<file path="config.mk">
export PLATFORM = sky130hd
export DESIGN_NAME = fmul_unit
export DESIGN_NICKNAME = d
export VERILOG_FILES = /design/src/common/fmul_pkg.sv /design/src/logic/fp_unpack.sv /design/src/mcycle/mcycle_mul.sv /design/src/logic/fp_normalize.sv /design/src/logic/fmul_unit.sv
export SDC_FILE = /design/constraint.sdc
export NUM_CORES = 1
export LEC_CHECK = 0
export BUFFER_PORTS_ARGS = -buffer_cell sky130_fd_sc_hd__buf_2
export CAP_MARGIN = 20
export CORE_UTILIZATION = 55
export DETAILED_ROUTE_END_ITERATION = 8
export PLACE_DENSITY = 0.75
export SLEW_MARGIN = 10
export SYNTH_ARGS = -nofsm -noshare
export SYNTH_HDL_FRONTEND = slang
export SYNTH_SLANG_ARGS = --single-unit
</file>
<file path="constraint.sdc">
create_clock -name clk -period 4 [get_ports clk]
set_input_delay 0.8 -clock clk [delete_from_list [all_inputs] [get_ports clk]]
set_output_delay 0.8 -clock clk [all_outputs]
set_load 0.1 [all_outputs]
</file>
<file path="src/common/fmul_pkg.sv">
`default_nettype none

package fmul_pkg;

    // binary32 field widths
    localparam int FP_W   = 32;
    localparam int EXP_W  = 8;
    localparam int FRAC_W = 23;
    localparam int MANT_W = FRAC_W + 1;      // fraction plus hidden bit
    localparam int SEXP_W = EXP_W + 2;       // headroom for over/underflow

    localparam int EXP_BIAS = 127;
    localparam int EXP_MAX  = 255;           // all-ones exponent

    typedef logic [FP_W-1:0]            fp32_t;
    typedef logic [EXP_W-1:0]           exp_t;
    typedef logic [MANT_W-1:0]          mant_t;
    typedef logic [2*MANT_W-1:0]        prod_t;
    typedef logic signed [SEXP_W-1:0]   sexp_t;

    // canonical quiet NaN, sign clear
    localparam fp32_t QNAN = 32'h7fc0_0000;

    // infinity without its sign bit
    localparam logic [FP_W-2:0] INF_MAG = {8'hff, 23'd0};

    // shift-and-add multiplier sequencing
    typedef enum logic [1:0] {
        MC_IDLE,
        MC_RUN,
        MC_FINISH
    } mcycle_state_t;

    // top level sequencing
    typedef enum logic [1:0] {
        FM_IDLE,
        FM_MUL,
        FM_PACK
    } fmul_state_t;

endpackage

`default_nettype wire

</file>
<file path="src/logic/fp_unpack.sv">
`timescale 1ns/1ps
`default_nettype none

module fp_unpack (
    input  wire fmul_pkg::fp32_t op,
    output logic                 sign,
    output fmul_pkg::exp_t       exp,
    output fmul_pkg::mant_t      mant,
    output logic                 is_zero,
    output logic                 is_inf,
    output logic                 is_nan
);

    logic [fmul_pkg::FRAC_W-1:0] frac;
    logic                        exp_all_ones;
    logic                        frac_nonzero;

    assign sign = op[fmul_pkg::FP_W-1];
    assign exp  = op[fmul_pkg::FP_W-2:fmul_pkg::FRAC_W];
    assign frac = op[fmul_pkg::FRAC_W-1:0];

    assign exp_all_ones = (exp == fmul_pkg::exp_t'(fmul_pkg::EXP_MAX));
    assign frac_nonzero = |frac;

    // zero exponent covers true zero and subnormals, both flushed
    assign is_zero = (exp == '0);
    assign is_inf  = exp_all_ones && !frac_nonzero;
    assign is_nan  = exp_all_ones && frac_nonzero;

    always_comb begin
        if (is_zero) begin
            mant = '0;                       // flushed, no hidden bit
        end else begin
            mant = {1'b1, frac};             // restore hidden one
        end
    end

endmodule

`default_nettype wire

</file>
<file path="src/mcycle/mcycle_mul.sv">
`timescale 1ns/1ps
`default_nettype none

module mcycle_mul #(
    parameter int WIDTH = fmul_pkg::MANT_W
) (
    input  wire logic               clk,
    input  wire logic               reset,
    input  wire logic               start,
    input  wire logic [WIDTH-1:0]   operand1,
    input  wire logic [WIDTH-1:0]   operand2,
    output logic [2*WIDTH-1:0]      product,
    output logic                    busy,
    output logic                    done
);

    localparam int CNT_W = $clog2(WIDTH);

    fmul_pkg::mcycle_state_t state;
    logic [CNT_W-1:0]        count;         // multiplier bits consumed

    logic [2*WIDTH-1:0]      mcand;         // shifts left each step
    logic [WIDTH-1:0]        mplier;        // shifts right each step
    logic [2*WIDTH-1:0]      acc;

    logic                    load;
    logic                    last_step;

    assign load      = (state == fmul_pkg::MC_IDLE) && start;
    assign last_step = (count == CNT_W'(WIDTH - 1));

    // sequencing, one multiplier bit per run cycle
    always_ff @(posedge clk) begin
        if (reset) begin
            state <= fmul_pkg::MC_IDLE;
            count <= '0;
        end else begin
            case (state)
                fmul_pkg::MC_IDLE: begin
                    if (start) begin
                        state <= fmul_pkg::MC_RUN;
                        count <= '0;
                    end
                end
                fmul_pkg::MC_RUN: begin
                    count <= count + 1'b1;
                    if (last_step) begin
                        state <= fmul_pkg::MC_FINISH;
                    end
                end
                fmul_pkg::MC_FINISH: begin
                    state <= fmul_pkg::MC_IDLE;  // done lasts one cycle
                end
                default: begin
                    state <= fmul_pkg::MC_IDLE;
                end
            endcase
        end
    end

    // datapath; acc is left alone outside run so the product holds
    always_ff @(posedge clk) begin
        if (load) begin
            mcand  <= {{WIDTH{1'b0}}, operand1};
            mplier <= operand2;
            acc    <= '0;
        end else if (state == fmul_pkg::MC_RUN) begin
            if (mplier[0]) begin
                acc <= acc + mcand;            // partial product
            end
            mcand  <= mcand << 1;
            mplier <= mplier >> 1;
        end
    end

    assign product = acc;
    assign busy    = (state != fmul_pkg::MC_IDLE);
    assign done    = (state == fmul_pkg::MC_FINISH);

endmodule

`default_nettype wire

</file>
<file path="src/logic/fp_normalize.sv">
`timescale 1ns/1ps
`default_nettype none

module fp_normalize (
    input  wire fmul_pkg::prod_t  prod,
    input  wire fmul_pkg::sexp_t  exp_sum,
    input  wire logic             sign,
    output fmul_pkg::fp32_t       packed_out
);

    localparam int P_TOP = 2 * fmul_pkg::MANT_W - 1;   // product msb

    logic [fmul_pkg::FRAC_W-1:0] frac;
    fmul_pkg::sexp_t             exp_final;
    logic                        overflow;
    logic                        underflow;

    // product of two 1.x values lies in [1,4)
    always_comb begin
        if (prod[P_TOP]) begin
            frac      = prod[P_TOP-1 -: fmul_pkg::FRAC_W];   // >= 2, shift right once
            exp_final = exp_sum + fmul_pkg::sexp_t'(1);
        end else begin
            frac      = prod[P_TOP-2 -: fmul_pkg::FRAC_W];   // leading one at bit 46
            exp_final = exp_sum;
        end
    end

    // low product bits are simply dropped, round toward zero
    assign overflow  = (exp_final >= fmul_pkg::sexp_t'(fmul_pkg::EXP_MAX));
    assign underflow = (exp_final <= fmul_pkg::sexp_t'(0));

    always_comb begin
        if (overflow) begin
            packed_out = {sign, fmul_pkg::INF_MAG};
        end else if (underflow) begin
            packed_out = {sign, {(fmul_pkg::FP_W-1){1'b0}}};     // no subnormal output
        end else begin
            packed_out = {sign, exp_final[fmul_pkg::EXP_W-1:0], frac};
        end
    end

endmodule

`default_nettype wire

</file>
<file path="src/logic/fmul_unit.sv">
`timescale 1ns/1ps
`default_nettype none

module fmul_unit (
    input  wire logic            clk,
    input  wire logic            reset,
    input  wire logic            start,
    input  wire fmul_pkg::fp32_t src1,
    input  wire fmul_pkg::fp32_t src2,
    output fmul_pkg::fp32_t      result,
    output logic                 busy,
    output logic                 done
);

    fmul_pkg::fmul_state_t state;

    logic            sign1, sign2;
    fmul_pkg::exp_t  exp1, exp2;
    fmul_pkg::mant_t mant1, mant2;
    logic            zero1, zero2;
    logic            inf1, inf2;
    logic            nan1, nan2;

    logic            accept;
    logic            special;
    logic            res_sign;
    fmul_pkg::sexp_t exp_sum;
    fmul_pkg::fp32_t special_result;

    logic            mul_start;
    logic            mul_done;
    fmul_pkg::prod_t mul_product;
    logic            sign_q;        // held for the normal path
    fmul_pkg::sexp_t exp_sum_q;
    fmul_pkg::fp32_t norm_result;

    fp_unpack u_unpack1 (
        .op      (src1),
        .sign    (sign1),
        .exp     (exp1),
        .mant    (mant1),
        .is_zero (zero1),
        .is_inf  (inf1),
        .is_nan  (nan1)
    );

    fp_unpack u_unpack2 (
        .op      (src2),
        .sign    (sign2),
        .exp     (exp2),
        .mant    (mant2),
        .is_zero (zero2),
        .is_inf  (inf2),
        .is_nan  (nan2)
    );

    assign busy      = (state == fmul_pkg::FM_MUL);
    assign done      = (state == fmul_pkg::FM_PACK);
    assign accept    = start && !busy;               // start while busy is dropped
    assign mul_start = accept && !special;

    assign res_sign = sign1 ^ sign2;
    assign exp_sum  = fmul_pkg::sexp_t'({2'b00, exp1}) + fmul_pkg::sexp_t'({2'b00, exp2})
                    - fmul_pkg::sexp_t'(fmul_pkg::EXP_BIAS);

    // NaN first, then inf, then zero
    always_comb begin
        special = zero1 || zero2 || inf1 || inf2 || nan1 || nan2;
        if (nan1 || nan2 || (inf1 && zero2) || (inf2 && zero1)) begin
            special_result = fmul_pkg::QNAN;
        end else if (inf1 || inf2) begin
            special_result = {res_sign, fmul_pkg::INF_MAG};
        end else begin
            special_result = {res_sign, {(fmul_pkg::FP_W-1){1'b0}}};
        end
    end

    mcycle_mul #(
        .WIDTH (fmul_pkg::MANT_W)
    ) u_mcycle_mul (
        .clk      (clk),
        .reset    (reset),
        .start    (mul_start),
        .operand1 (mant1),
        .operand2 (mant2),
        .product  (mul_product),
        .busy     (),
        .done     (mul_done)
    );

    fp_normalize u_normalize (
        .prod       (mul_product),
        .exp_sum    (exp_sum_q),
        .sign       (sign_q),
        .packed_out (norm_result)
    );

    always_ff @(posedge clk) begin
        if (mul_start) begin
            sign_q    <= res_sign;
            exp_sum_q <= exp_sum;
        end
    end

    // pack is the done cycle and can take a new start
    always_ff @(posedge clk) begin
        if (reset) begin
            state  <= fmul_pkg::FM_IDLE;
            result <= '0;
        end else begin
            case (state)
                fmul_pkg::FM_MUL: begin
                    if (mul_done) begin
                        result <= norm_result;
                        state  <= fmul_pkg::FM_PACK;
                    end
                end
                default: begin
                    if (accept && special) begin
                        result <= special_result;  // one-cycle answer
                        state  <= fmul_pkg::FM_PACK;
                    end else if (accept) begin
                        state  <= fmul_pkg::FM_MUL;
                    end else begin
                        state  <= fmul_pkg::FM_IDLE;
                    end
                end
            endcase
        end
    end

endmodule

`default_nettype wire

</file>
==> out/qor.txt <==
post-synthesis sequential area ratio = 0.3921
relative slew slack = 0.4364
final setup TNS = 0 ps
met1 Use GR = 0.3649
Mapped Cells = 1,276
Core Util, Final = 0.6397
1st-pass router iterations = 8
routed len/inst = 15.67 um
Routed WL = 24.89 mm
CTS tree = built
count of pins over their slew limit = 0
IO buf count = 100
placed cells = 1,556
maximum vdd drop = 0.3408 mV
hold_buf cts = 0
ranking of synthesized cells by area = dfxtp_1 (22%), edfxtp_1 (17%), nand2_1 (11%)
P per Cell Area = 433.4 nW/um2
vias in the first global route = 8,715
clock sink count = 172
core area = 18,150 um2
crit path launch type = register
P&R area growth vs syn = 12.84%
GRT met2 Usage = 0.4200
htree depth = 4
Hold Vio Cnt, Final = 0
Worst-path clk slew = 70 ps
r2r worst-path depth = 10
Setup Skew = 9.336 ps
busiest layer in global routing = met2
cts bufs inserted = 17
EDFF count, synth = 59
syn nets = 1,409
clock root buffer = clkbuf_16
failing checks = DRC
Clock Latency Late Sink = 430 ps
antenna cells = 0
Tightest Pin Transition = 842.4 ps
MaxCap Viol Count = 0
Synth top cells by count = nand2_1 (309), a21oi_1 (143), dfxtp_1 (113)
global route overflow = 0
mean post-synth cell area = 8.062 um2
post-cts gate resize count = 0
Synth async-reset ratio = 0
Initial Util = 0.5669
Final GP Congestion = 0.9459
Via density = 5.882
die area = 19,260 um2
CP endpoint = u_mcycle_mul.product[47]$_SDFFE_PP0P_
Setup CP Type = reg -> reg
first-pass GRT wire length = 41.98 mm
all-layer global routing usage = 0.2652
cell with the most instances after synthesis = nand2_1
Distinct cells, synth = 66
R2R Setup Slk = 850 ps
Post-CTS Setup Bufs = 0
IO Count = 101
crit path time final = 3145 ps
fmax = 317.9 MHz
Max Buffers Root-to-Sink = 2
Hold Crit Start = result[14]$_SDFFE_PP0P_
Die Ht = 138.8 um
Yosys top cell by area = dfxtp_1
1st-iter DRT viols = 641
layout cells sized above 1 = 0.1361
Critical Path AT = 3440 ps
via count = 9,340
Pleak = 4.902 nW
count of final setup violators = 0
RR Startpoint = u_mcycle_mul.mcand[22]$_DFFE_PP_
die extent in x = 138.8 um
Post-DRT Antenna Nets = 0
Critical Path Fanout Max = 6
worst min-delay path class = reg -> reg
largest net degree at the start of global routing = 105
antenna violations before repair = 0
outcome = finished with violations
Critical Path End Type = register
Post-Syn Area = 10,290 um2
DPL Wire Length = 17.78 mm
share of the synthesized area in the top cell type = 0.2199
nets = 1,479
RSZ-0062 raised after global routing = no
worst path required time = 4290 ps
Synth warnings = 0
Crit. Startpoint = u_mcycle_mul.mcand[22]$_DFFE_PP_
Synth Flop Type = dfxtp_1
FF-to-FF End = u_mcycle_mul.product[47]$_SDFFE_PP0P_
DRC = 5
Post-Layout Cell Count = 1,588
synthesized flop and latch total = 172
Final period util = 0.7863
row cnt = 49
met3 usage = 0.04523
-- placed cells by master, fill, tap and decap left out, types with 4 or more instances in the layout --
cell type / Yosys / layout
nand2_1: 309 / 307
a21oi_1: 143 / 143
dfxtp_1: 113 / 113
buf_2: 5 / 100
nor2_1: 88 / 88
ha_1: 64 / 64
edfxtp_1: 59 / 59
o21ai_0: 45 / 45
nand3_1: 44 / 44
xnor2_1: 33 / 33
inv_1: 30 / 30
nor3_1: 25 / 25
mux2_2: 24 / 24
xor2_1: 21 / 21
clkbuf_16: 0 / 20
a21o_1: 18 / 18
nand4_1: 16 / 16
a31oi_1: 16 / 15
a22oi_1: 14 / 14
nor4_1: 13 / 12
and3_1: 10 / 10
buf_4: 0 / 10
o21bai_1: 9 / 9
nand2b_1: 8 / 8
o31ai_1: 8 / 8
o21a_1: 8 / 8
a211oi_1: 7 / 7
or4_1: 6 / 6
o22ai_1: 6 / 6
and2_1: 6 / 6
o211ai_1: 6 / 6
nor2b_1: 6 / 5
nor3b_1: 5 / 5
a21boi_0: 4 / 4
or3_1: 5 / 4
inv_6: 0 / 4
-- metrics by stage --
stage / cell area [um2] / hold WS [ps] / total power, W / setup WS (ps)
6_report: 11610 / 447.8 / 0.005031 / 854.8
5_1_grt: 11610 / 479.1 / 0.005304 / 680.7
4_1_cts: 11610 / 453.0 / 0.005046 / 891.9
3_5_place_dp: 10990 / 444.5 / 0.003342 / 770.6
3_3_place_gp: 10980 / 437.8 / 0.003324 / 848.0
2_1_floorplan: 10290 / 436.2 / 0.003055 / 279.0
-- state kept, by name (all words and copies together) (netlist names), 2 cells and up --
name / cells
u_mcycle_mul.mcand: 48
u_mcycle_mul.product: 48
result: 32
u_mcycle_mul.mplier: 24
exp_sum_q: 10
u_mcycle_mul.count: 5
state: 2
u_mcycle_mul.state: 2
-- cell families after synthesis --
group,synth area share
compound gates,0.1820
xor+xnor,0.04597
fa+ha+maj,0.08173
buf+inv,0.03576
flops,0.3921
mux,0.02919
simple gates,0.2333
-- area by class of cell --
| type | instances | area, um2 |
|---|---|---|
| Tap cell | 229 | 286.5 |
| Clock inverter | 12 | 113.9 |
| Multi-Input combinational cell | 1009 | 5907 |
| Fill cell | 1535 | 6539 |
| Timing Repair Buffer | 114 | 646.9 |
| Sequential cell | 172 | 4034 |
| Inverter | 32 | 120.1 |
| Clock buffer | 20 | 500.5 |
-- power by group --
group	total (W)	internal [W]	switching, W
logic	0.00121	0.000466	0.000741
clock network	0.00170	0.000934	0.000770
registers	0.00212	0.00201	0.000106
total	0.00503	0.00341	0.00162
-- metal layers --
| metal | share of wire | routed length [um] | vias up |
|---|---|---|---|
| met5 | 0 | 0 | - |
| met4 | 0.026 | 643 | 0 |
| met3 | 0.060 | 1503 | 51 |
| met2 | 0.45 | 11180 | 329 |
| met1 | 0.46 | 11560 | 4280 |
| li1 | - | - | 4680 |
-- worst min path at each step --
stage | to | slack [ps] | depth (start not counted)
2_1_floorplan | u_mcycle_mul.product[10]$_SDFFE_PP0P_ | 440 | 2
3_3_place_gp | result[14]$_SDFFE_PP0P_ | 440 | 2
3_5_place_dp | result[14]$_SDFFE_PP0P_ | 440 | 2
4_1_cts | result[14]$_SDFFE_PP0P_ | 450 | 2
5_1_grt | result[24]$_SDFFE_PP0P_ | 480 | 2
6_report | result[14]$_SDFFE_PP0P_ | 450 | 2
-- critical path: stages, from the launching register on --
cell and delay (ps):
edfxtp_1 390, ha_1 380, a21oi_1 230, o21ai_0 120, a2111oi_0 560, o32ai_1 200, o2111ai_1 400, o31a_1 270
mux2i_1 260, a21o_1 140, a21oi_1 60
Note: power is estimated with default switching activity, not from simulation.
